## config.mk

```make
export PLATFORM = sky130hd
export DESIGN_NAME = plru_unit
export DESIGN_NICKNAME = d
export VERILOG_FILES = /design/src/cache_pkg.sv /design/src/plru_unit.sv
export SDC_FILE = /design/constraint.sdc
export NUM_CORES = 1
export LEC_CHECK = 0
export ABC_CLOCK_PERIOD_IN_PS = 4200
export CAP_MARGIN = 20
export CORE_MARGIN = 2
export CORE_UTILIZATION = 50
export CTS_CLUSTER_SIZE = 28
export DETAILED_ROUTE_END_ITERATION = 6
export DONT_BUFFER_PORTS = 1
export PLACE_DENSITY = 0.64
export SLEW_MARGIN = 20
export SYNTH_ARGS = -nofsm -noshare
export SYNTH_HDL_FRONTEND = slang
export SYNTH_SLANG_ARGS = --single-unit
```

## constraint.sdc

```tcl
create_clock -name clk -period 4.2 [get_ports clk]
set_input_delay 0.63 -clock clk [delete_from_list [all_inputs] [get_ports clk]]
set_output_delay 0.63 -clock clk [all_outputs]
set_load 0.05 [all_outputs]
```

## src/cache_pkg.sv

```systemverilog
package cache_pkg;

    // geometry
    localparam int num_ways       = 4;
    localparam int num_sets       = 16;
    localparam int words_per_line = 8;

    // address fields: tag 31..9, set 8..5, word 4..2
    typedef logic [31:0]                       addr_t;
    typedef logic [22:0]                       tag_t;
    typedef logic [$clog2(num_sets)-1:0]       set_t;
    typedef logic [$clog2(words_per_line)-1:0] word_sel_t;

    // data widths
    typedef logic [31:0]                   word_t;
    typedef logic [3:0]                    byte_mask_t;
    typedef logic [words_per_line*32-1:0]  line_t;
    typedef logic [words_per_line*4-1:0]   line_mask_t;

    // way bookkeeping
    typedef logic [$clog2(num_ways)-1:0] way_t;
    typedef logic [num_ways-1:0]         way_vec_t;
    typedef logic [num_ways-2:0]         plru_t;

    typedef enum logic [2:0] {
        st_idle,
        st_compare,
        st_write_ack,
        st_writeback,
        st_fetch,
        st_replay
    } cache_state_t;

    typedef enum logic [1:0] {
        wr_none,
        wr_cpu,
        wr_fill
    } array_write_t;

endpackage

```

## src/plru_unit.sv

```systemverilog
`timescale 1ns/1ps

module plru_unit (
    input  logic                clk,
    input  logic                rst,
    input  cache_pkg::set_t     set,
    input  logic                touch,
    input  cache_pkg::way_t     way_hit,
    input  cache_pkg::way_vec_t valids,
    output cache_pkg::way_t     victim
);
    import cache_pkg::*;

    // bit 0 picks the half, bit 1 covers ways 0/1, bit 2 covers ways 2/3
    plru_t tree [num_sets];
    plru_t bits;
    way_t  tree_way;

    assign bits     = tree[set];
    assign tree_way = bits[0] ? {1'b1, bits[2]} : {1'b0, bits[1]};

    // an empty way wins over the tree choice
    always_comb begin
        victim = tree_way;
        for (int w = num_ways - 1; w >= 0; w--) begin
            if (!valids[w]) begin
                victim = way_t'(w);
            end
        end
    end

    always_ff @(posedge clk) begin
        if (rst) begin
            tree <= '{default: '0};
        end else if (touch) begin
            tree[set][0] <= ~way_hit[1];
            if (way_hit[1]) begin
                tree[set][2] <= ~way_hit[0];
            end else begin
                tree[set][1] <= ~way_hit[0];
            end
        end
    end

endmodule

```

Yosys cells after proc, flatten, opt, wreduce, memory -nomap -nowiden --
Index checks and enable logic that the tools add are counted.
Word-level totals: output and inout port bits 2, word-level logic and storage cells 40, register bits 48, bits of input ports 13
Cells by class: bitwise gates (word level) 3, mux-type cells 18, reduce and logical (&&, ||, !) cells 1, $lt $le $gt $ge 2
Operators by type and width (number):
- $bwmux 48 | 3
- $mux 48 | 1
- $demux 3 s4 | 3
- $bmux 3 s4 | 1
- $mux 2 | 6
- $mux 3 | 3
- $ge 5x5->1 const B | 1
- $lt 5x1->1 const B | 1
- $not 4->5 | 1
- $not 1->1 | 2
- $logic_and 1x1->1 | 1
- $mux 1 | 1

Logic depth before layout (Yosys ltp) --
Gate-level depths: netlist of run 1.
depth in word-level cells 9, gate-level depth with buffers 8, mapped depth without buffers 5

Worst setup path after synthesis of run 1 --
Ideal clock, no wire load.
path kind in2out, from in set[1], to out victim[0], path buffers 1, cell stages on the path 6, path slack 1154 ps, data arrival time 2416 ps, required time 3570 ps, path through buf_4 mux4_2 nand3_1 nand3_1 mux2i_1 a31oi_1
Between the ends: longest elaborated chain between the ends 9
Ends and longest elaborated chain:
- from (decl) | RTL line plru_unit.sv:6 | input cache_pkg::set_t set,
- $not 4->5 (not written as such) | RTL line plru_unit.sv:19 | assign bits = tree[set];
- $bmux 3 s4 | RTL line plru_unit.sv:19
- $mux 3 (not written as such) (2 in a row) | RTL line plru_unit.sv:19
- $mux 2 | RTL line plru_unit.sv:20 | assign tree_way = bits[0] ? {1'b1, bits[2]} : {1'b0, bits[1]};
- $mux 2 (4 in a row) | RTL line plru_unit.sv:26 | if (!valids[w]) begin
- to (decl) | RTL line plru_unit.sv:10 | output cache_pkg::way_t victim
Every way passes these cells. The select of a mux whose other input is x is not followed.

Worst setup path in the final report of run 1 --
from in set[0], to out victim[0]
The elaborated chain is that of the path after synthesis.

==> results of run 1 <==
per-stage QoR:
| stage | cell area (um2) | hold WS (ns) | utilization | setup WS (ns) |
|---|---|---|---|---|
| 2_1_floorplan | 2360 | 0.433 | - | 1.15 |
| 3_3_place_gp | 2340 | 0.462 | 0.506 | 1.61 |
| 3_5_place_dp | 2340 | 0.474 | 0.506 | 1.61 |
| 4_1_cts | 2470 | 0.385 | 0.534 | 1.61 |
| 5_1_grt | 2470 | 0.373 | 0.534 | 1.49 |
| 6_report | 2470 | 0.387 | 0.534 | 1.59 |
final timing paths:
check                                              to  slack, ns                   from
worst max-delay path                        victim[0]       1.59                 set[0]
worst max register to register  tree[34]$_SDFFE_PP0P_       3.52  tree[34]$_SDFFE_PP0P_
worst min register to register  tree[17]$_SDFFE_PP0P_       0.48  tree[17]$_SDFFE_PP0P_
worst min-delay path            tree[35]$_SDFFE_PP0P_       0.39                    rst
kinds of logic (layout without fill, tap and decap cells):
group | count (synthesis) | after routing | synth area share
compound gates | 29 | 29 | 0.0725
buf+inv | 20 | 11 | 0.0434
flops | 48 | 48 | 0.406
simple gates | 125 | 125 | 0.253
mux | 38 | 38 | 0.224
cell usage after synthesis:
cell type	count
nor3_1	13
dfxtp_1	48
and3b_1	1
nand2_1	20
mux4_2	12
buf_6	2
a211oi_1	5
a21oi_1	7
nand3b_1	1
buf_4	3
nand3_1	10
nand3_2	1
nor3b_2	2
a22oi_1	3
a31oi_1	1
and2b_1	1
nor2b_1	4
nor2_1	58
o21ai_0	12
nor3b_4	1
mux2i_1	26
nand2b_1	2
nand3b_2	1
inv_1	2
buf_2	1
and3_1	5
o211a_1	1
clkbuf_1	12
nor4_1	3
nor3b_1	2
power by group through the flow:
stage | Sequential [mW] | Combinational (mW) | Clock, mW
CTS | 0.462 | 0.0473 | 0.369
detailed placement | 0.473 | 0.0471 | 0
finish | 0.462 | 0.0470 | 0.361
global route | 0.462 | 0.0515 | 0.385
floorplan | 0.471 | 0.0608 | 0
global placement | 0.473 | 0.0467 | 0
cell type report:
type	count	area, um2	area share
multi-input combinational	192	1300	0.527
sequential	48	961	0.389
inverter	2	7.51	0.00304
timing repair buffer	1	7.51	0.00304
tap	54	67.6	0.0273
clock inverter	1	30.0	0.0122
clock buffer	7	96.3	0.0390
per-layer routing:
layer,routed length (um),up-vias
met3,207,4
met2,2440,27
met5,0,-
met1,2550,871
met4,48,0
li1,-,894
==> flow_summary.ini, run 1 <==
[worst_setup_path]
arrival_ns = 1.98
critPathLaunchType = input pin
crit_chain = mux4_2 -> a22oi_1 -> nand3_1 -> mux2i_1 -> a31oi_1 -> buf_4
cp_top_family = multiplexers
cp.depth = 6
cp_slowest_cell = mux4_2
path_buf_inv = 1
ff2ff_path_depth = 2
path_class = in2out
critPathMaxStageDelay_ns = 0.47
end_kind = output port
critPathMaxFanout = 21
crit_required_ns = 3.57

[cells_and_area]
drive_gt1_frac = 0.104
fill_cells = 443
final-instance-count-excl-fill = 305
largest_reg_flops = 48
n_antenna_cell = 0
top_regs = tree (48)
mostFrequentLayoutCells = nor2_1, dfxtp_1, mux2i_1, nand2_1, nor3_1
final_common_cell = nor2_1
area_growth_pct = 4.50
regMostFlops = tree
nNetsFinal = 263

[status]
status = complete, no violations

[placed_design]
dp.cells = 297
dpl.hpwl_um = 3490
gp_congestion = 0.809
numPortBuffers = 0

[sta]
finalCritPeriodShare = 0.621
setup_viol = 0
clock_skew_ns = 0
drv_slew = 0
rsz0062_at_grt = no
fmax_mhz = 383
fin_tns_setup_ns = 0
worst_pin_slew_ns = 0.667
hold_viol = 0
period_minus_slack_ns = 2.61
slew_headroom = 0.553

[grt]
grt_pass1_vias = 1689
use_met1 = 0.313
use_met3 = 0.0442
track_usage = 0.220
grt_pass1_wl_um = 8700
antenna_found_initial = 0
busiest_layer = met2
grt_overflow = 0
grt_max_degree = 49
use_met2 = 0.340

[routing]
postRouteAntennaNets = 0
dr.first_iter.drc_count = 120
vias = 1796
routed_wl_um = 5250
via_per_inst = 5.89
wl_per_cell_um = 17.2
drc = 0
firstDrtPassIters = 4

[die]
io_pins = 15
die_w_um = 72.8
placementRows = 25
core_um2 = 4630
die_area_um2 = 5300
die_h_um = 72.8
start_util = 0.511

[yosys]
synth_nets = 273
synth_area_leaders = dfxtp_1, mux4_2, mux2i_1
syn_area_um2 = 2360
ys_types = 30
syn_inst = 260
ys_seq_area_frac = 0.406
yosys_warnings = 0
synth_area_per_cell_um2 = 9.10
synth_top_area_cell = dfxtp_1
synth_top_area_share = 0.406
ys_ff_latch = 48

[pwr]
total_power_mw = 0.870
vdd_drop_max_mv = 0.215
p_int_mw = 0.690
p_sw_mw = 0.180
power.density_nw_per_um2 = 352
sw_frac_of_total = 0.207
p_leak_nw = 0.922
combPwrFrac = 0.054
power_frac_seq = 0.531
clock_power_share = 0.415

[clocking]
clk_pin_slew_worst_paths_ns = 0.09
cts_tree = built
root_buffer = clkbuf_8
htreeDepth = 2
ctsHoldBuffers = 0
cts_sinks = 48
numCtsBuffers = 5
worstSkewPairLatency_ns = 0.29
post_cts_resized = 0
post_cts_buffers = 0
cts_buffer_depth = 2

[min_path]
min_path_cells = 1
hp-class = in2reg

[job]
cap_viol_max_count = 0
Power figures use the tool's default switching activity.
==> run 2, diff against run 1 <==
Settings changed: ABC_AREA from default to 1, ABC_CLOCK_PERIOD_IN_PS 4200 to 2200, PLACE_DENSITY 0.64 to 0.67.
Clock period 4.2 ns to 2.2 ns, I/O delays scaled along.
==> flow_summary.ini, run 2 <==
[yosys]
synth_area_leaders = dfxtp_1, nand2_1, a211oi_1
synth_nets = 410
syn_inst = 397
synthMuxAreaShare = 0
async_flop_share = 0
synth_top_area_share = 0.361
synth_top_area_cell = dfxtp_1
ys_types = 29
synth_edf_count = 0
synthAdderAreaFrac = 0
synthXorXnorAreaFrac = 0
yosysMostFrequentCell = nand2_1
synth_area_per_cell_um2 = 6.71
synthFlopType = dfxtp_1
ys_seq_area_frac = 0.361
syn_area_um2 = 2670
synth_top_family_by_area = simple AND/OR/NAND/NOR gates
ys_ff_latch = 48
synth-simple-area-share = 0.406
synth-compound-area-share = 0.134
synthTopCellsByCount = nand2_1, dfxtp_1, nor2_1
yosys_warnings = 0

[worst_setup_path]
critPathLaunchType = flip-flop
critPathMaxFanout = 2
path_class = reg2out
arrival_ns = 1.68
cp_slowest_cell = dfxtp_1
path_common_cell = nand2_1
critPathMaxStageDelay_ns = 0.39
end_kind = output port
crit_required_ns = 1.87
crit_chain = nand2_1 -> nand2_1 -> nand2_1 -> nand2_1 -> nand2_1 -> nand2_1 -> inv_1 -> nand2_1 -> nand2_1 -> nand3_1 -> nand2_1 -> a21oi_2 -> buf_12

[pwr]
vdd_drop_max_mv = 0.371
power.density_nw_per_um2 = 589
p_leak_nw = 1.14
total_power_mw = 1.65

[grt]
track_usage = 0.224
antenna_found_initial = 0
grt_max_degree = 49
grt_pass1_wl_um = 10800
grt_pass1_vias = 2270
grt_overflow = 0

[job]
cap_viol_max_count = 0

[sta]
fmax_mhz = 497
worst_pin_slew_ns = 0.547
hold_viol = 0
period_minus_slack_ns = 2.01
clock_skew_ns = 0
drv_slew = 0
setup_viol = 0
finalCritPeriodShare = 0.914
rsz0062_at_grt = no
slew_headroom = 0.634
fin_tns_setup_ns = 0

[die]
placementRows = 26
die_h_um = 77.0
die_area_um2 = 5930
io_pins = 15
core_um2 = 5140
start_util = 0.519
die_w_um = 77.0

[cells_and_area]
area_growth_pct = 4.84
top_regs = tree (48)
nNetsFinal = 405
fill_cells = 526
mostFrequentLayoutCells = nand2_1, dfxtp_1, nor2_1, inv_1, a211oi_1
final-instance-count-excl-fill = 463
n_antenna_cell = 0
register_area_um2 = 961
regMostFlops = tree
final_common_cell = nand2_1
drive_gt1_frac = 0.148
design_area_um2 = 2790
largest_reg_flops = 48
utilization = 0.544
multi_input_area_um2 = 1440

[routing]
m1WireLength_um = 2920
via_per_inst = 5.16
top_layer_used = met4
firstDrtPassIters = 4
postRouteAntennaNets = 0
dr.first_iter.drc_count = 197
vias = 2389
routed_wl_um = 6180
drc = 0
wl_per_cell_um = 13.3
met2_length_um = 2790
wl_met3_um = 387

[clocking]
ctsHoldBuffers = 0
cts_sinks = 48
root_buffer = clkbuf_8
htreeDepth = 2
worstSkewPairLatency_ns = 0.30
numCtsBuffers = 5
cts_buffer_depth = 2
clk_pin_slew_worst_paths_ns = 0.09
post_cts_buffers = 0
cts_tree = built

[placed_design]
gp_congestion = 0.920
dp.cells = 455
numPortBuffers = 0
placed_area_um2 = 2680
dpl.hpwl_um = 4430

[status]
status = complete, no violations

[min_path]
hp-class = in2reg
-- run 2: cells by family (layout without fill, tap and decap cells) --
group                  after synthesis  count (layout)
AND/OR/NAND/NOR                    242             242
buffers and inverters               54              50
AO/OA/AOI/OAI                       53              53
flip-flops                          48              48
-- run 2: metrics by stage --
step	setup WS, ns	hold slack (ns)
floorplan	0.147	0.434
global placement	0.205	0.405
detailed placement	0.155	0.406
CTS	0.143	0.0816
global route	0.0299	0.0781
finish	0.189	0.0887
-- run 2: timing repair --
item	in CTS	in global routing
hold endpoints to repair	0	0
setup endpoints to repair	0	1
gates resized for setup	0	2
-- run 2: final timing paths --
path                                       startpoint                     to  slack, ns  depth (start not counted)
worst max-delay path            tree[39]$_SDFFE_PP0P_              victim[0]       0.19                         13
worst min-delay path                              rst  tree[14]$_SDFFE_PP0P_       0.09                          1
worst max register to register  tree[31]$_SDFFE_PP0P_  tree[31]$_SDFFE_PP0P_       1.49                          2
worst min register to register  tree[34]$_SDFFE_PP0P_  tree[34]$_SDFFE_PP0P_       0.46                          2
-- run 2: power by group --
group	internal, mW	switching [mW]	total (mW)
combinational	0.0391	0.0900	0.129
sequential	0.880	0.00691	0.887
clock	0.338	0.292	0.630
total	1.26	0.389	1.65
-- run 2: area by class of cell --
cell class	instances	share of cell area
clock buffers	6	0.0260
multi-input cells	295	0.515
flip-flops and latches	48	0.344
repair buffers	6	0.0206
well taps	70	0.0313
inverters	36	0.0502
clock inverters	2	0.0125
-- run 2: worst max-delay path, delay by kind of cell (launching register included) --
kind	cells	cell delay (ns)
and+or+nand+nor	10	0.62
buffers and inverters	2	0.20
AOI/OAI and AO/OA	1	0.17
DFF	1	0.39
-- run 2: layer usage --
metal | track usage | vias to the layer above
met2 | 0.353 | 65
met4 | 0.0661 | 0
met5 | 0 | -
li1 | - | 1249
met3 | 0.0459 | 11
met1 | 0.310 | 1064
