**src/cache_pkg.sv**
```systemverilog
package cache_pkg;

    // geometry
    localparam int num_ways       = 4;
    localparam int num_sets       = 16;
    localparam int words_per_line = 8;

    // address fields: tag 31..9, set 8..5, word 4..2
    typedef logic [31:0]                       addr_t;
    typedef logic [22:0]                       tag_t;
    typedef logic [$clog2(num_sets)-1:0]       set_t;
    typedef logic [$clog2(words_per_line)-1:0] word_sel_t;

    // data widths
    typedef logic [31:0]                   word_t;
    typedef logic [3:0]                    byte_mask_t;
    typedef logic [words_per_line*32-1:0]  line_t;
    typedef logic [words_per_line*4-1:0]   line_mask_t;

    // way bookkeeping
    typedef logic [$clog2(num_ways)-1:0] way_t;
    typedef logic [num_ways-1:0]         way_vec_t;
    typedef logic [num_ways-2:0]         plru_t;

    typedef enum logic [2:0] {
        st_idle,
        st_compare,
        st_write_ack,
        st_writeback,
        st_fetch,
        st_replay
    } cache_state_t;

    typedef enum logic [1:0] {
        wr_none,
        wr_cpu,
        wr_fill
    } array_write_t;

endpackage

```
**src/hit_check.sv**
```systemverilog
`timescale 1ns/1ps

module hit_check (
    input  cache_pkg::tag_t      req_tag,
    input  cache_pkg::word_sel_t req_word,
    input  cache_pkg::way_t      victim,
    input  cache_pkg::line_t     lines [cache_pkg::num_ways],
    input  cache_pkg::tag_t      tags [cache_pkg::num_ways],
    input  cache_pkg::way_vec_t  valids,
    input  cache_pkg::way_vec_t  dirtys,
    output logic                 hit,
    output cache_pkg::way_t      way_hit,
    output logic                 victim_dirty,
    output cache_pkg::tag_t      victim_tag,
    output cache_pkg::line_t     victim_line,
    output cache_pkg::word_t     rdata
);
    import cache_pkg::*;

    way_vec_t match;

    always_comb begin
        way_hit = '0;
        for (int w = num_ways - 1; w >= 0; w--) begin
            match[w] = valids[w] && (tags[w] == req_tag);
            // lowest matching way ends up last
            if (match[w]) begin
                way_hit = way_t'(w);
            end
        end
    end

    assign hit   = |match;
    assign rdata = lines[way_hit][{req_word, 5'b0} +: 32];

    // victim details for write-back and fill
    assign victim_dirty = valids[victim] & dirtys[victim];
    assign victim_tag   = tags[victim];
    assign victim_line  = lines[victim];

endmodule

```
**config.mk**
```make
export PLATFORM = sky130hd
export DESIGN_NAME = hit_check
export DESIGN_NICKNAME = d
export VERILOG_FILES = /design/src/cache_pkg.sv /design/src/hit_check.sv
export SDC_FILE = /design/constraint.sdc
export NUM_CORES = 1
export LEC_CHECK = 0
export BUFFER_PORTS_ARGS = -buffer_cell sky130_fd_sc_hd__buf_2
export CAP_MARGIN = 15
export CELL_PAD_IN_SITES_DETAIL_PLACEMENT = 0
export CELL_PAD_IN_SITES_GLOBAL_PLACEMENT = 2
export CORE_AREA = 4 4 566 568
export DETAILED_ROUTE_END_ITERATION = 16
export DIE_AREA = 0 0 570 572
export GPL_TIMING_DRIVEN = 0
export PLACE_DENSITY = 0.38
export SYNTH_ARGS = -nofsm -noshare
export SYNTH_HDL_FRONTEND = slang
export SYNTH_SLANG_ARGS = --single-unit
```
**constraint.sdc**
```tcl
create_clock -name vclk -period 4.8
set_input_delay 0 -clock vclk [all_inputs]
set_output_delay 0 -clock vclk [all_outputs]
set_load 0.1 [all_outputs]
```
=== Yosys cells after proc, flatten, opt, wreduce, memory -nomap -nowiden ===
Index checks and enable logic that the tools add are counted.
Widths: inputs -> output; s select.

* Flip-flop bits (word level): 0
* Logic and storage cells: 33

* Bitwise operators: 3
* Shifts and indexed selects: 1
* Muxes and demuxes: 17
* Reduce and logical (&&, ||, !) cells: 5
* $lt $le $gt $ge: 3
* Equal/unequal tests: 4

{| class="wikitable"
|+ Operator list
! operator !! number
|-
| $bmux 256 s2 || 2
|-
| $mux 256 || 4
|-
| $shiftx 256x9->32 || 1
|-
| $eq 23x23->1 || 4
|-
| $bmux 23 s2 || 1
|-
| $mux 23 || 2
|-
| $mux 2 || 4
|-
| $ge 3x3->1 const B || 2
|-
| $not 2->3 || 2
|-
| $bmux 1 s2 || 2
|-
| $logic_and 1x1->1 || 4
|-
| $reduce_or 4->1 || 1
|-
| $lt 2x3->1 const B || 1
|-
| $mux 1 || 2
|-
| $and 1x1->1 || 1
|}

=== Depth between registers and ports, before layout ===
Gate-level depths: netlist of run 1.

* Depth after elaboration: 11
* Mapped depth: 14

=== Worst setup path before layout of run 1 ===
No wires, ideal clock.

* Kind: input-to-output
* Start point: in req_tag[6]
* End point: out rdata[12]
* Data arrival time: 3.030 ns
* Stages: 13
* Path buffers: 3
* Required time: 4.800 ns
* Setup slack: 1.770 ns
* Cell sequence: xnor2_1 -> nand4_1 -> or4b_4 -> o2bb2ai_1 -> nand3_2 -> inv_2 -> buf_4 -> buf_4 -> buf_2 -> nand2_1 -> nand3_1 -> nand4_1 -> nand3_1

* Cells in the longest elaborated chain, start to end: 11

{| class="wikitable"
|+ Ends and longest elaborated chain
! item !! line !! RTL
|-
| from (decl) || hit_check.sv:4 || <nowiki>input cache_pkg::tag_t req_tag,</nowiki>
|-
| $eq 23x23->1 || hit_check.sv:25 || <nowiki>match[w] = valids[w] && (tags[w] == req_tag);</nowiki>
|-
| $logic_and 1x1->1 || hit_check.sv:25 ||
|-
| $mux 2 (3 in series) || hit_check.sv:27 || <nowiki>if (match[w]) begin</nowiki>
|-
| $mux 2 * || hit_check.sv:27 ||
|-
| via way_hit[1] || hit_check.sv:12 || <nowiki>output cache_pkg::way_t way_hit,</nowiki>
|-
| $not 2->3 (not written as such) * || hit_check.sv:34 || <nowiki>assign rdata = lines[way_hit][{req_word, 5'b0} +: 32];</nowiki>
|-
| $bmux 256 s2 * || hit_check.sv:34 ||
|-
| $mux 256 (not written as such) * (2 in series) || hit_check.sv:34 ||
|-
| $shiftx 256x9->32 * || hit_check.sv:34 ||
|-
| to (decl) || hit_check.sv:16 || <nowiki>output cache_pkg::word_t rdata</nowiki>
|}

The timed path passes the listed nets; every way through them passes the cells marked *. The select of a mux whose other input is x is not followed.

=== Worst setup path in the final report of run 1 ===
* Start point: in req_tag[14]
* End point: out rdata[21]

* Cells in the longest elaborated chain, start to end: 11

{| class="wikitable"
|+ Ends and longest elaborated chain
! item !! line
|-
| $eq 23x23->1 || hit_check.sv:25
|-
| $logic_and 1x1->1 || hit_check.sv:25
|-
| $mux 2 (3 in series) || hit_check.sv:27
|-
| $mux 2 * || hit_check.sv:27
|-
| $not 2->3 (not written as such) * || hit_check.sv:34
|-
| $bmux 256 s2 * || hit_check.sv:34
|-
| $mux 256 (not written as such) * (2 in series) || hit_check.sv:34
|-
| $shiftx 256x9->32 * || hit_check.sv:34
|}

Mark *: on every way between the ends. The rest lies on a longest branch, timed or not. The select of a mux whose other input is x is not followed.

==> impl_metrics.ini, run 1 <==
[status]
status = finished clean

[finish]
synthToLayoutAreaGrowth_pct = 91.2
n_clock_buffer = 0
seq_cells = 0
fin_util_pct = 9.79
nets = 4663
drive_above_1_share_pct = 57.7
regArea_um2 = 0
fin_area_um2 = 30800
fillers = 37000

[pwr]
p_int_mw = 1.16
fin_total_pwr_mw = 5.33
p_comb_share_pct = 100.0
p_sw_share_pct = 78.2
power_density_nw_per_um2 = 173
netSwitchingPower_mw = 4.17
seqPwrFrac_pct = 0
ir_worst_vdd_uv = 81.6
p_leak_nw = 11.8
clkPwrFrac_pct = 0

[timing]
max_freq_mhz = 212
fin_crit_sh_pct = 98.4
period_minus_slack_ps = 4720
setup_tns_ps = 0
worstMarginPinSlew_ps = 1320
rsz0062_at_grt = no
slew_headroom_pct = 11.8
holdWs_ps = 674
hold_violations = 0
drv_slew = 0
finalSetupViolations = 0

[setup_path]
cpPeakStageDelay_ps = 810
critPathSlowestCell = a311oi_1
crit_fanout = 11
worstPathArrival_ps = 4720
endpoint_kind = output pin
critPathKind = in -> out
crit_top_cell = buf_2
crit_chain = buf_2 > xor2_2 > nor4_2 > nand4_1 > or3_1 > clkbuf_1 > nand3_4 > buf_6 > buf_2 > buf_2 > a31oi_1 > a311oi_1 > nand3_1 > buf_2
critPathLaunch = req_tag[14]
start_kind = input pin
critPathRequiredTime_ps = 4800

[route]
detail-route-antenna-nets = 0
vias = 29000
dr.pass1.iters = 5
wl_per_cell_um = 49.6
drt_wl_total_um = 388000
drc = 0
initialDrtViolationCount = 2630
viasPerCell = 3.70

[global_route]
grt_max_degree = 20
grt_pass1_wl_um = 451000
antenna_found_initial = 425
track_usage_pct = 22.6
grt-ovfl-total = 0
grt_pass1_vias = 28400

[die]
start_util_pct = 5.12
dieArea_um2 = 326000
die-width_um = 570
ioPinCount = 1467
rows = 206
fp.coreArea_um2 = 315000
die_y_um = 572

[hold_path]
hp-start = lines[898]
hold_path_class = in -> out

[place]
hpwl_um = 359000
dpl_cell_area_um2 = 29700
gp_congestion = 0.898
io_buffers = 1465

[synthesis]
syn_nets = 3137
ys_seq_area_share_pct = 0
synth_top_area_share_pct = 39.1
yosysWarnings = 0
synth.avg_cell_area_um2 = 8.12
yosysTopAreaCell = mux4_2
synthCells = 1985
synth_area_leaders = mux4_2 (39%), nand2_1 (11%), mux2i_1 (8.1%), o221ai_1 (5.2%), a31oi_1 (5.0%)
ys_types = 53
syn_area_um2 = 16100

[flow_run]
max_cap_violations = 0
## power by group through the flow
stage | registers (mW) | logic, mW | clock network (mW)
after global routing | 0 | 5.49 | 0.00000217
after detailed placement | 0 | 5.35 | 0
after floorplan | 0 | 2.96 | 0
final | 0 | 5.33 | 0.00000362
after CTS | 0 | 5.40 | 0
after global placement | 0 | 5.30 | 0
## kinds of logic (layout without fill, tap and decap cells)
kind of cell	Yosys count	in the layout	share of synthesized area [%]
AOI/OAI and AO/OA	385	385	17.4
xor gates and xnor gates	92	92	5.00
buffers and inverters	234	1758	6.15
muxes	412	412	47.3
other	0	159	0
and+or+nand+nor	862	862	24.1
## timing repair
| action | in CTS | in global routing |
|---|---|---|
| pin swaps | 12 | 3 |
| gates resized for setup | 170 | 7 |
| hold buffers | 0 | 0 |
| setup endpoints to repair | 32 | 4 |
| setup buffers | 3 | 1 |
## final cells by class
class | instances | area, um^2 | area share, %
Timing Repair Buffer | 1525 | 8450 | 27.4
Tap cell | 4160 | 5200 | 16.9
Inverter | 14 | 58.8 | 0.191
Antenna cell | 159 | 398 | 1.29
Multi-Input combinational cell | 1751 | 15500 | 50.4
Buffer | 219 | 1190 | 3.85
## synthesized netlist by cell type, types with 12 or more instances
| library cell | instances |
|---|---|
| nand4_1 | 59 |
| nand3_1 | 136 |
| a31oi_1 | 129 |
| o221ai_1 | 96 |
| nand2_1 | 482 |
| mux4_2 | 280 |
| clkbuf_1 | 104 |
| nor4_1 | 29 |
| o22a_1 | 21 |
| or3_1 | 23 |
| nor3_1 | 24 |
| buf_2 | 51 |
| a21oi_1 | 13 |
| xnor2_1 | 55 |
| o22ai_1 | 45 |
| mux2i_1 | 130 |
| buf_1 | 54 |
| nand4b_1 | 12 |
| o31ai_1 | 20 |
| nor2_1 | 69 |
| xor2_1 | 37 |
## stage by stage
step,setup slack (ps),cells
floorplan,1770,1985
global placement,-2180,7610
detailed placement,-1650,7664
CTS,-52.3,7666
global route,9.22,7745
finish,78.2,7828
## critical path: cells and delay by family
family | cells | cell delay [ps]
xor+xnor | 1 | 180
compound gates | 2 | 1030
simple gates | 5 | 1520
buf+inv | 6 | 1920
## layer usage
layer,global-route usage (%),vias to the layer above,share of wire (%)
met1,25.0,14600,37
met4,6.01,252,3.4
met5,0,-,0.42
met2,37.2,2201,46
li1,-,11300,-
met3,12.8,634,14
## final timing paths
path                   endpoint  depth (start not counted)
worst max-delay path  rdata[21]                         14
worst min-delay path   rdata[2]                          5
## layout by cell type (no fill, tap or decap), types with 6 or more instances in the layout
master	n
o22ai_1	45
buf_1	9
a21oi_1	12
nand4b_1	12
inv_1	11
mux4_2	280
nand3_1	136
xnor2_1	51
nor4_2	9
o31ai_1	20
nor4_1	20
o22a_1	21
a31oi_2	13
a31oi_1	115
buf_16	11
buf_12	17
mux2i_1	124
buf_6	15
a22oi_1	10
clkbuf_1	72
nor2_2	19
nor2b_1	11
o21ai_0	9
mux2i_2	6
a21o_1	11
nor3_1	22
nor2_1	43
buf_8	28
nor2_4	8
diode_2	159
xor2_1	36
buf_4	32
nand2_1	482
buf_2	1524
nand4_1	59
or3_1	23
a311oi_1	11
a41oi_1	10
clkbuf_2	28
o221ai_1	95
No activity file was read; power rests on OpenSTA's default activity.
==> run 2: changes to the inputs <==
==> constraint.sdc (replaced) <==
create_clock -name vclk -period 4.8
set_input_delay 0.96 -clock vclk [all_inputs]
set_output_delay 0.96 -clock vclk [all_outputs]
set_load 0.1 [all_outputs]
==> run 2 against run 1 <==
The run now ends with negative setup slack left. Worst hold slack improved by 1900 ps. Count of clock-buffer cells in the layout did not move. First-iteration DRC count fell by 2.7%. Core utilization rose by 1.8 points. Non-clock buffer count rose by 133. Die area did not move. Largest cell class unchanged.
==> impl_metrics.ini, run 2 (synthesis gave the netlist of run 1 again) <==
[finish]
regArea_um2 = 0
final_common_cell = buf_2
seq_cells = 0
fin_area_um2 = 36400
n_clock_buffer = 0
layout_common_cells = buf_2 (1436), nand2_1 (456), mux4_2 (280)
synthToLayoutAreaGrowth_pct = 126
drive_above_1_share_pct = 67.4
stdcell_count = 7898
nets = 4796

[route]
initialDrtViolationCount = 2560
wl_per_cell_um = 50.0
dr.pass1.iters = 5
drc = 0
drt_wl_total_um = 395000
viasPerCell = 3.74
vias = 29500
detail-route-antenna-nets = 0

[global_route]
grt_pass1_vias = 29200
grt_pass1_wl_um = 459000
grt-ovfl-total = 0
track_usage_pct = 23.0
grt_max_degree = 11
antenna_found_initial = 353

[status]
violations = negative setup slack
status = finished, violations left

[timing]
slew_headroom_pct = 22.5
drv_slew = 0
holdWs_ps = 2560
fin_crit_sh_pct = 118
hold_violations = 0
rsz0062_at_grt = yes
worstMarginPinSlew_ps = 1160
period_minus_slack_ps = 5650
worst_slack_ps = -846
max_freq_mhz = 177
finalSetupViolations = 32

[die]
die_y_um = 572
ioPinCount = 1467
dieArea_um2 = 326000
die-width_um = 570
rows = 206
fp.coreArea_um2 = 315000
start_util_pct = 5.12

[hold_path]
hold_path_class = in -> out
hp-start = lines[586]

[pwr]
netSwitchingPower_mw = 4.43
ir_worst_vdd_uv = 84.3
p_int_mw = 1.42
p_leak_nw = 14.1
seqPwrFrac_pct = 0
p_comb_share_pct = 100.0
clkPwrFrac_pct = 0
p_sw_share_pct = 75.7
fin_total_pwr_mw = 5.85
power_density_nw_per_um2 = 161

[setup_path]
endpoint_kind = output pin
critPathRequiredTime_ps = 3840
crit_fanout = 10
critPathLaunch = req_tag[2]
worstPathArrival_ps = 4690
start_kind = input pin
critPathKind = in -> out

[flow_run]
max_cap_violations = 0

[place]
dp_cells = 7684
dpl_cell_area_um2 = 30200
hpwl_um = 359000
io_buffers = 1465
gp_congestion = 0.905

[clock_tree]
hold_buffers = 0
[run 2: cell types whose count changed in the layout (fill, tap and decap cells not counted), sizes merged]
| cell | before | now |
|---|---|---|
| buf | 1636 | 1780 |
| bufbuf | 0 | 2 |
| clkbuf | 104 | 93 |
| clkdlybuf4s15 | 4 | 2 |
| clkinv | 1 | 2 |
| diode | 159 | 96 |
| inv | 13 | 12 |
[run 2: routing by layer]
layer  vias up  GRT usage, %  wire length (um)
li1      11500             -                 -
met1     15100          27.2            155000
met2      2198          39.3            186000
met3       549          9.43             42400
met4       174          3.78             10500
met5         -             0              1150
[run 2: final cells by class]
| class | count | area (um^2) |
|---|---|---|
| Timing Repair Buffer | 1662 | 10700 |
| Fill cell | 36500 | 278000 |
| Buffer | 215 | 2110 |
| Tap cell | 4160 | 5200 |
| Antenna cell | 96 | 240 |
| Inverter | 14 | 86.3 |
| Multi-Input combinational cell | 1751 | 18000 |
[run 2: power by group through the flow]
| stage | combinational [mW] | sequential (mW) | clock (mW) |
|---|---|---|---|
| global route | 6.01 | 0 | 0.000000750 |
| floorplan | 2.97 | 0 | 0 |
| detailed placement | 5.56 | 0 | 0 |
| global placement | 5.49 | 0 | 0 |
| CTS | 5.87 | 0 | 0 |
| finish | 5.85 | 0 | 0.00000180 |
[run 2: critical path: stages]
cell and delay [ps]:
buf_6 130, xnor2_2 190, nand4_1 120, or4_4 610, o2bb2ai_4 200, nand3_4 90, buf_12 160, inv_16 100
buf_16 170, buf_6 170, buf_16 140, mux2i_4 320, o22ai_1 170, nor4_4 420, buf_6 200, nand3_2 150
buf_8 230
[run 2: path summary, 6_finish.rpt]
path | cells past startpoint | end | slack, ps
setup / recovery | 17 | rdata[16] | -850
hold / removal | 6 | rdata[10] | 2560
[run 2: through the flow]
stage | setup slack [ps] | TNS [ps] | utilization [%]
after floorplan | 19.2 | 0 | -
after global placement | -4760 | -423680 | 9.14
after detailed placement | -3340 | -98310 | 9.58
after CTS | -944 | -25870 | 11.0
after global routing | -893 | -24550 | 11.5
final | -846 | -21860 | 11.6
[run 2: what timing repair did]
action / in CTS / in global routing
gates resized for setup: 822 / 223
cloned: 7 / 3
pin swaps: 105 / 87
endpoints found under the setup margin: 52 / 36
buffers inserted: 65 / 49
