--- config.mk ---
export PLATFORM = sky130hd
export DESIGN_NAME = cache_control
export DESIGN_NICKNAME = d
export VERILOG_FILES = /design/src/cache_pkg.sv /design/src/cache_control.sv
export SDC_FILE = /design/constraint.sdc
export NUM_CORES = 1
export LEC_CHECK = 0
export ABC_AREA = 1
export BUFFER_PORTS_ARGS = -buffer_cell sky130_fd_sc_hd__buf_2
export CORE_AREA = 5 5 42 44
export DETAILED_ROUTE_END_ITERATION = 10
export DIE_AREA = 0 0 47 49
export PLACE_DENSITY = 0.57
export SETUP_SLACK_MARGIN = 0.3
export SYNTH_ARGS = -nofsm -noshare
export SYNTH_HDL_FRONTEND = slang
export SYNTH_SLANG_ARGS = --single-unit
--- constraint.sdc ---
create_clock -name clk -period 1.5 [get_ports clk]
set_clock_uncertainty 0.1 [all_clocks]
set_input_delay 0.15 -clock clk [delete_from_list [all_inputs] [get_ports clk]]
set_output_delay 0.15 -clock clk [all_outputs]
set_load 0.03 [all_outputs]
--- src/cache_pkg.sv ---
package cache_pkg;

    // geometry
    localparam int num_ways       = 4;
    localparam int num_sets       = 16;
    localparam int words_per_line = 8;

    // address fields: tag 31..9, set 8..5, word 4..2
    typedef logic [31:0]                       addr_t;
    typedef logic [22:0]                       tag_t;
    typedef logic [$clog2(num_sets)-1:0]       set_t;
    typedef logic [$clog2(words_per_line)-1:0] word_sel_t;

    // data widths
    typedef logic [31:0]                   word_t;
    typedef logic [3:0]                    byte_mask_t;
    typedef logic [words_per_line*32-1:0]  line_t;
    typedef logic [words_per_line*4-1:0]   line_mask_t;

    // way bookkeeping
    typedef logic [$clog2(num_ways)-1:0] way_t;
    typedef logic [num_ways-1:0]         way_vec_t;
    typedef logic [num_ways-2:0]         plru_t;

    typedef enum logic [2:0] {
        st_idle,
        st_compare,
        st_write_ack,
        st_writeback,
        st_fetch,
        st_replay
    } cache_state_t;

    typedef enum logic [1:0] {
        wr_none,
        wr_cpu,
        wr_fill
    } array_write_t;

endpackage

--- src/cache_control.sv ---
`timescale 1ns/1ps

module cache_control (
    input  logic                    clk,
    input  logic                    rst,
    input  logic                    new_req,
    input  logic                    req_read,
    input  logic                    req_write,
    input  logic                    hit,
    input  logic                    victim_dirty,
    input  logic                    dfp_resp,
    output logic                    accept,
    output logic                    replay,
    output cache_pkg::array_write_t array_write,
    output logic                    plru_touch,
    output logic                    ufp_resp,
    output logic                    dfp_read,
    output logic                    dfp_write
);
    import cache_pkg::*;

    cache_state_t state;
    cache_state_t state_next;

    always_ff @(posedge clk) begin
        if (rst) begin
            state <= st_idle;
        end else begin
            state <= state_next;
        end
    end

    always_comb begin
        state_next  = state;
        accept      = 1'b0;
        replay      = 1'b1;
        array_write = wr_none;
        plru_touch  = 1'b0;
        ufp_resp    = 1'b0;
        dfp_read    = 1'b0;
        dfp_write   = 1'b0;
        case (state)
            st_idle: begin
                replay = 1'b0;
                accept = new_req;
                if (new_req) begin
                    state_next = st_compare;
                end
            end
            st_compare: begin
                if (!hit) begin
                    // dirty victim goes out before the fetch
                    state_next = victim_dirty ? st_writeback : st_fetch;
                end else if (req_write) begin
                    array_write = wr_cpu;
                    plru_touch  = 1'b1;
                    state_next  = st_write_ack;
                end else if (req_read) begin
                    ufp_resp   = 1'b1;
                    plru_touch = 1'b1;
                    replay     = 1'b0;
                    accept     = new_req;
                    state_next = new_req ? st_compare : st_idle;
                end
            end
            st_write_ack: begin
                ufp_resp   = 1'b1;
                replay     = 1'b0;
                accept     = new_req;
                state_next = new_req ? st_compare : st_idle;
            end
            st_writeback: begin
                dfp_write = 1'b1;
                if (dfp_resp) begin
                    state_next = st_fetch;
                end
            end
            st_fetch: begin
                dfp_read = 1'b1;
                if (dfp_resp) begin
                    array_write = wr_fill;
                    state_next  = st_replay;
                end
            end
            // arrays still show pre-fill contents here
            st_replay: state_next = st_compare;
            default:   state_next = st_idle;
        endcase
    end

endmodule

# After elaboration in Yosys (flattened, before gate mapping)
# Cells that the tools add are included.
[totals]
regBits = 3
latch_bits = 0
mem_bits_rw = 0
rom_bits = 0
elab_cells = 43
memories = 0
[op_classes]
n_addsub = 0
multipliers = 0
div_mod_pow = 0
n_lt_le_gt_ge = 0
n_eq_ne = 9
shift = 0
muxes = 30
bitwise_logic = 0
reduce_logical = 3
[op_table]
columns = ["op", "count"]
rows = [
  ["$mux W3", 7],
  ["$pmux W3 S6", 1],
  ["$mux W1", 17],
  ["$eq A3 B2 Y1 const B", 2],
  ["$eq A3 B3 Y1 const B", 2],
  ["$ne A2 B2 Y1 const B", 3],
  ["$pmux W1 S2", 3],
  ["$ne A4 B4 Y1 const B", 1],
  ["$pmux W2 S2", 1],
  ["$reduce_and A4 Y1", 1],
  ["$eq A3 B1 Y1 const B", 1],
  ["$logic_not A3 Y1", 1],
  ["$mux W2", 1],
  ["$reduce_or A2 Y1", 1],
]

# Depth between registers and ports, before layout
# Gate-level depths: netlist (run 1).
[logic_depth]
depth_word = 5
mapped_depth = 9
ltp_nobuf = 9

# Worst setup path after synthesis (run 1)
# Ideal clock, no wire load.
[synth_timing]
path_type = "reg-to-output"
from = "reg state[1]"
to = "out accept"
t_arrival_ns = 1.463
required_time_ns = 1.250
path_slack_ns = -0.213
stages_incl_launch_ff = 4
cell_sequence = "dfxtp_1 -> inv_1 -> a31oi_1 -> nor2_1"
[synth_via]
elab_chain_len = 3
[synth_lines]
columns = ["element", "line_no", "rtl"]
rows = [
  ["from (decl)", "cache_control.sv:22", "cache_state_t state;"],
  ["from (signal assigned)", "cache_control.sv:27", "state <= st_idle;"],
  ["from (signal assigned)", "cache_control.sv:29", "state <= state_next;"],
  ["$eq A3 B2 Y1 / $logic_not A3 Y1 (equally long branches)", "cache_control.sv:42", "case (state)"],
  ["$reduce_or A2 Y1 (no line)", "--", ""],
  ["$pmux W1 S2 *", "cache_control.sv:42", ""],
  ["to (decl)", "cache_control.sv:12", "output logic accept,"],
]
# Every way passes the cells marked *; elsewhere a longest branch is shown, timed or not.

# Worst setup path after layout (run 1)
[layout_timing]
from = "reg state[1]"
to = "out plru_touch"
[layout_via]
elab_chain_len = 2
[layout_lines]
columns = ["element", "line_no", "rtl"]
rows = [
  ["$eq A3 B1 Y1", "cache_control.sv:42", ""],
  ["$mux W1", "cache_control.sv:42", ""],
  ["to (decl)", "cache_control.sv:15", "output logic plru_touch,"],
]
# Every way passes these cells.

==> results.cfg, run 1 <==
[logic_synthesis]
ys_seq_area_frac = 0.189
synth.area.top_cells = dfxtp_1, nor2_1, inv_1
yosysTopAreaCell = dfxtp_1
avgSynthCellArea_um2 = 5.58
syn_nets = 65
syn_inst = 57
ys_warn_count = 0
synth.distinct_cells = 17
synth_top_cell_area_share = 0.189
ys_seq_elements = 3
synth_area_um2 = 318

[setup_path]
worst_setup_path_start_kind = register
critPathMaxFanout = 6
reg2reg_to = state[0]
required_ps = 1250
endpoint_kind = output port
path_class = reg2out
reg2reg_from = state[0]
critPathArrivalTime_ps = 1150
reg2reg_slack_ps = 140
rr_worst_depth = 11

[placement]
dp_cells = 88
globalplace.congestion = 0.813
hpwlAfterDp_um = 691
io_buffer_count = 15

[sta]
hold_violations = 0
worst_pin_slew_ps = 294
maxSlewViolCount = 0
fin_setup_tns_ps = 0
slew_headroom = 0.803
setup_violations = 0
max_freq_ghz = 0.715
min_period_over_period = 0.932
final.min_clock_period_ps = 1400
grt_setup_unrepaired = true

[power_and_ir_drop]
leakage_nw = 0.320
p_per_area_nw_per_um2 = 983
switchingPower_mw = 0.286
pwr-share-comb = 0.598
p_seq_frac = 0.189
swShare = 0.437
vdd.ir_drop.worst_uv = 420
pwr-share-clk = 0.213
p_int_mw = 0.369
power_mw = 0.655

[finish]
largest_registers = state x3
area_delta_synth_final_pct = 109
fill_cells = 146
fin_cells = 101
regMostFlops = state
nets = 94
seqCellArea_um2 = 71.3
largest_register_ffs = 3
drive_above_1_share = 0.635
diodes = 0
multi_input_area_um2 = 303

[global_route]
grt_first_pass_wirelength_mm = 1.62
antenna_found_initial = 0
grt_pass1_vias = 427
grt-ovfl-total = 0
grt_util_all_layers = 0.0950
grt_max_degree = 8

[routing]
wl_per_cell_um = 9.60
ant_nets = 0
dr.pass1.iters = 2
drc = 0
vias_per_cell = 4.38
routed_wl_um = 970
num_vias = 442
drt-initial-drc-count = 8

[clock_network]
cts_buffers = 3
clock_path_buffers = 2
clkTransAtPathRegs_ps = 40
cts_tree = done
worst_skew_pair.late_latency_ps = 230
htreeDepth = 1
cts-root-buf = clkbuf_4
numClockSinks = 3

[die]
die_area_um2 = 2300
rows = 14
ios = 16
core_area_um2 = 1400
start_util = 0.227
die_x_um = 47
die_h_um = 49

[hold_path]
whs_endpoint = state[2]
hp-start = dfp_resp
hp-class = in2reg
hold-path-cell-count = 4

[status]
status = complete, no violations

[flow_run]
maxCapViolations = 0
per-stage QoR:
step	util	hold WS, ps	setup WS, ps	cell area (µm²)
3_5_place_dp	0.336	236	162	470
3_3_place_gp	0.336	237	174	470
4_1_cts	0.461	130	69.2	646
2_1_floorplan	-	112	294	375
6_report	0.475	159	102	666
5_1_grt	0.475	173	34.0	666
logic make-up (layout without fill, tap and decap cells):
group | after synthesis | after routing | synth area share
and+or+nand+nor | 34 | 34 | 0.539
AOI/OAI and AO/OA | 8 | 8 | 0.130
buffers and inverters | 12 | 40 | 0.142
DFF | 3 | 3 | 0.189
worst max-delay path by stage:
stage               startpoint             end  slack, ps  cells past startpoint
global route          state[1]  array_write[0]         30                      4
floorplan             state[0]  array_write[0]        290                      4
CTS                   state[0]      plru_touch         70                      5
finish                state[1]      plru_touch        100                      4
global placement      state[0]  array_write[0]        170                      5
detailed placement    state[0]  array_write[0]        160                      5
power groups by stage:
stage	combinational [mW]	sequential (mW)	clock [mW]
floorplan	0.216	0.112	0
global placement	0.273	0.115	0
detailed placement	0.273	0.115	0
CTS	0.380	0.124	0.147
global route	0.424	0.125	0.159
finish	0.391	0.124	0.140
per-layer routing:
| metal | vias up | wire length [µm] | global-route usage |
|---|---|---|---|
| met4 | 0 | 0 | 0.0415 |
| met1 | 195 | 416 | 0.110 |
| li1 | 235 | - | - |
| met2 | 12 | 520 | 0.145 |
| met3 | 0 | 33 | 0.0443 |
| met5 | - | 0 | 0 |
critical path, stage by stage, from the launching register on:
cell,delay [ps]
dfxtp_4,370
nor3_4,210
nand2_2,120
nor2_4,90
buf_6,130
Yosys cell counts, drive strengths merged:
cell / instances
inv: 12
nand3: 4
nor3: 1
dfxtp: 3
nand4: 2
nand2: 13
nand3b: 1
nor2: 13
a21oi: 4
o21ai: 3
a31oi: 1
layout by cell type (no fill, tap or decap):
cell type | netlist | final
nand2_1 | 9 | 8
buf_6 | 0 | 8
buf_4 | 0 | 8
nor2_4 | 0 | 7
buf_2 | 0 | 7
inv_1 | 9 | 6
nand2_2 | 4 | 5
inv_2 | 3 | 4
nor2_1 | 10 | 4
nand3_1 | 3 | 3
a21oi_1 | 4 | 3
clkbuf_4 | 0 | 3
dfxtp_4 | 0 | 3
inv_4 | 0 | 2
nor2_2 | 3 | 2
o21ai_0 | 2 | 2
nand3_4 | 0 | 1
a21oi_2 | 0 | 1
a31oi_4 | 0 | 1
nor3_4 | 0 | 1
nand4_2 | 1 | 1
o21ai_1 | 1 | 1
nand4_1 | 1 | 1
nand3b_1 | 1 | 1
clkbuf_1 | 0 | 1
dlygate4sd3_1 | 0 | 1
what timing repair did:
| item | in CTS | in global routing |
|---|---|---|
| gates cloned | 0 | 0 |
| buffers inserted | 6 | 2 |
| gates resized for setup | 31 | 1 |
| setup endpoints to repair | 9 | 10 |
| pin swaps | 4 | 3 |
| hold buffers | 1 | 0 |
| hold endpoints to repair | 2 | 0 |
area by class of cell:
cell class | count | share of cell area
multi-input combinational | 42 | 0.455
timing repair buffer | 24 | 0.293
sequential | 3 | 0.107
inverter | 12 | 0.0752
clock buffer | 4 | 0.0395
tap | 16 | 0.0301
Power figures use the tool's default switching activity.
==> inputs of run 2 (changes only) <==
Settings changed: CORE_AREA 5 5 42 44 to 2 2 39 41, DIE_AREA 0 0 47 49 to 0 0 41 43.
Clock period 1.5 ns to 1.8 ns, I/O delays scaled along.
==> results.cfg, run 2 (synthesis results as in run 1) <==
[routing]
wl_met2_um = 370
routed_wl_um = 787
dr.pass1.iters = 4
num_vias = 400
wl_per_cell_um = 8.46
drt-initial-drc-count = 4
ant_nets = 0
met1_length_um = 371
drc = 0
dr.max_layer_used = met3
vias_per_cell = 4.30
met3_length_um = 45

[setup_path]
reg2reg_from = state[2]
path_class = reg2out
critPathMaxFanout = 6
cpMaxStageDelayCell = dfxtp_4
cp.buffers_inverters = 1
cp_top_family = simple AND/OR/NAND/NOR gates
cp_cell_sequence = nor3_4, nand2_1, nor2_1, buf_4
max_stage_delay_ps = 360
critPathArrivalTime_ps = 1150
required_ps = 1520
worst_setup_path_start_kind = register
endpoint_kind = output port
cp-startpoint = state[1]

[sta]
maxSlewViolCount = 0
max_freq_ghz = 0.698
fin_setup_tns_ps = 0
layout_setup_ws_ps = 366
grt_setup_unrepaired = true
timing.hold.ws_ps = 27.8
worst_pin_slew_ps = 164
min_period_over_period = 0.796
hold_violations = 0
final.min_clock_period_ps = 1430
setup_violations = 0
slew_headroom = 0.889

[global_route]
grt_pass1_vias = 350
grt_max_degree = 8
antenna_found_initial = 0
grt_first_pass_wirelength_mm = 1.26
grt-ovfl-total = 0
grt_util_all_layers = 0.106

[die]
rows = 14
die_x_um = 41
core_area_um2 = 1380
start_util = 0.230
die_h_um = 43
die_area_um2 = 1760
ios = 16

[clock_network]
worst_skew_pair.late_latency_ps = 230
clkTransAtPathRegs_ps = 30
clock_path_buffers = 2
cts_buffers = 3
cts_tree = done
htreeDepth = 1
cts-root-buf = clkbuf_4
numClockSinks = 3

[finish]
largest_register_ffs = 3
nets = 86
drive_above_1_share = 0.468
regMostFlops = state
final_area_um2 = 488
final_cell_mix = buf_2, nor2_1, inv_1, nand2_1
fin_util = 0.353
final_common_cell = buf_2
diodes = 0
fin_cells = 93
area_delta_synth_final_pct = 53.5
largest_registers = state x3

[power_and_ir_drop]
power_mw = 0.431
leakage_nw = 0.270
p_per_area_nw_per_um2 = 883
vdd.ir_drop.worst_uv = 334

[flow_run]
maxCapViolations = 0

[status]
status = complete, no violations

[placement]
post-place-ws_ps = 412
dp_cells = 88
io_buffer_count = 15
hpwlAfterDp_um = 643
globalplace.congestion = 0.747
place_area_um2 = 419

[hold_path]
hp-start = rst
hp-class = in2reg
## run 2: changes by cell type in the layout (fill, tap and decap cells not counted), sizes merged
cell	previous run	this run
buf	23	16
dlygate4sd3	1	0
## run 2: layer usage
layer | up-vias | track usage
met5 | - | 0
met4 | 0 | 0.0800
met2 | 12 | 0.153
li1 | 221 | -
met3 | 0 | 0.0314
met1 | 167 | 0.125
## run 2: layout make-up
type	count	area (µm²)
timing repair buffer	16	90.1
multi-input combinational	42	235
fill	161	896
inverter	12	45.0
tap	16	20.0
sequential	3	71.3
clock buffer	4	26.3
## run 2: worst register-to-register path: cells and delay by family (launching register included)
| kind | cells | cell delay (ps) |
|---|---|---|
| flops | 1 | 390 |
| buf+inv | 2 | 110 |
| simple gates | 7 | 430 |
## run 2: power breakdown
part           internal, mW  switching [mW]
Combinational        0.0795           0.137
Clock                0.0829          0.0314
Sequential           0.0806          0.0190
Total                 0.243           0.188
## run 2: path summary, 6_finish.rpt
kind | end | slack, ps | depth (start not counted)
hold / removal | state[1] | 30 | 2
setup / recovery | array_write[0] | 370 | 4
hold reg to reg | state[1] | 540 | 4
setup reg to reg | state[0] | 650 | 9
## run 2: timing repair
item                                   CTS  global route
buffers inserted                         0             1
endpoints found under the hold margin    0             0
setup endpoints to repair                5             3
hold buffers                             0             0
resized for setup                        7             5
==> inputs of run 3 (changes only) <==
Settings changed: ABC_AREA 1 to 0, PLACE_DENSITY 0.57 to 0.6.
Clock period 1.8 ns to 1.18 ns, I/O delays scaled along.
==> results.cfg, run 3 <==
[status]
status = finished, violations left
violations = negative hold slack, negative setup slack

[clock_network]
clkTransAtPathRegs_ps = 50
htreeDepth = 1
clock_path_buffers = 2
cts-root-buf = clkbuf_4
cts_tree = done
worst_skew_pair.late_latency_ps = 260
numClockSinks = 3
cts_buffers = 3

[setup_path]
path_class = reg2out
cpMaxStageDelayCell = dfxtp_4
cp.buffers_inverters = 2
critPathMaxFanout = 4
rr_worst_depth = 6
cp_top_family = flip-flops
critPathArrivalTime_ps = 1240
worst_setup_path_start_kind = register
max_stage_delay_ps = 370
required_ps = 960
reg2reg_to = state[2]
reg2reg_slack_ps = -170
cp-startpoint = state[2]
cp_cell_sequence = nand4bb_1, buf_4, nor2_4, buf_6
crit_end = array_write[0]
path_depth = 4
reg2reg_from = state[1]
endpoint_kind = output port

[die]
start_util = 0.241
die_area_um2 = 1760
rows = 14
core_area_um2 = 1380
ios = 16
die_x_um = 41
die_h_um = 43

[logic_synthesis]
synthArstFlopShare = 0
synth-edff-count = 0
synthTopCellsByCount = nor2_1, a21oi_1, dfxtp_1, nand2_1, nand3b_1
syn_inst = 40
synth.area.top_cells = dfxtp_1, nand3b_1, nor3b_4
ys_warn_count = 0
synth.distinct_cells = 27
synth_area_um2 = 333
ys_seq_area_frac = 0.180
synth_top_cell_area_share = 0.180
avgSynthCellArea_um2 = 8.32
yosysTopAreaCell = dfxtp_1
yosysMostFrequentCell = nor2_1
synth_ff_type = dfxtp_1
ys_seq_elements = 3
syn_nets = 48

[finish]
fin_cells = 90
drive_above_1_share = 0.757
nets = 83
area_delta_synth_final_pct = 112
fin_util = 0.511
final_area_um2 = 707
diodes = 0
largest_registers = state x3
seqCellArea_um2 = 68.8
largest_register_ffs = 3
final_cell_mix = buf_6, buf_4, buf_2
multi_input_area_um2 = 293
fill_cells = 120
regMostFlops = state

[sta]
maxSlewViolCount = 0
min_period_over_period = 1.23
max_freq_ghz = 0.687
final.min_clock_period_ps = 1460
timing.hold.ws_ps = -27.5
setup_violations = 11
worst_pin_slew_ps = 242
slew_headroom = 0.837
hold_violations = 2
fin_setup_tns_ps = -1980
layout_setup_ws_ps = -276
grt_setup_unrepaired = true

[routing]
dr.pass1.iters = 2
drt-initial-drc-count = 5
vias_per_cell = 4.92
ant_nets = 0
wl_per_cell_um = 13.2
routed_wl_mm = 1.19
num_vias = 443
drc = 0

[global_route]
grt_max_degree = 9
grt-ovfl-total = 0
grt_pass1_vias = 398
antenna_found_initial = 0
grt_first_pass_wirelength_mm = 1.80
grt_util_all_layers = 0.157

[placement]
io_buffer_count = 15
post-place-ws_ps = -52.9
globalplace.congestion = 0.747
place_area_um2 = 504
hpwlAfterDp_um = 680
dp_cells = 78

[power_and_ir_drop]
power_mw = 0.575
leakage_nw = 0.310
vdd.ir_drop.worst_uv = 356
p_per_area_nw_per_um2 = 814

[hold_path]
hp-class = in2reg

[flow_run]
maxCapViolations = 0
run 3: cell families after synthesis:
logic type,count (synthesis),synth area share
simple gates,20,0.406
compound gates,12,0.282
buf+inv,5,0.132
flops,3,0.180
run 3: report_power, final:
| group | internal, mW | total [mW] | switching (mW) |
|---|---|---|---|
| clock | 0.129 | 0.214 | 0.0849 |
| sequential | 0.106 | 0.116 | 0.00989 |
| combinational | 0.128 | 0.246 | 0.118 |
run 3: area by class of cell:
cell class              instances  area share
clock buffers                   4      0.0372
flip-flops and latches          3      0.0973
multi-input cells              32       0.414
repair buffers                 32       0.396
well taps                      16      0.0283
inverters                       3      0.0265
run 3: repair_timing:
action                                  4_1_cts  5_1_grt
buffers inserted                              5        3
resized for setup                            20       12
pin swaps                                     3        5
endpoints found under the hold margin         2        1
endpoints found under the setup margin       11       11
run 3: worst min path at each step:
stage / from / to / slack [ps] / cells after the start
2_1_floorplan: rst / state[1] / 90 / 1
3_3_place_gp: rst / state[1] / 240 / 2
3_5_place_dp: rst / state[1] / 250 / 2
4_1_cts: rst / state[2] / -30 / 2
5_1_grt: rst / state[2] / -20 / 2
6_report: rst / state[2] / -30 / 2
run 3: layer usage:
layer | GRT usage | up-vias | wire [µm]
li1 | - | 214 | -
met1 | 0.170 | 214 | 486
met2 | 0.238 | 12 | 630
met3 | 0.0681 | 3 | 49
met4 | 0.100 | 0 | 25
met5 | 0 | - | 0
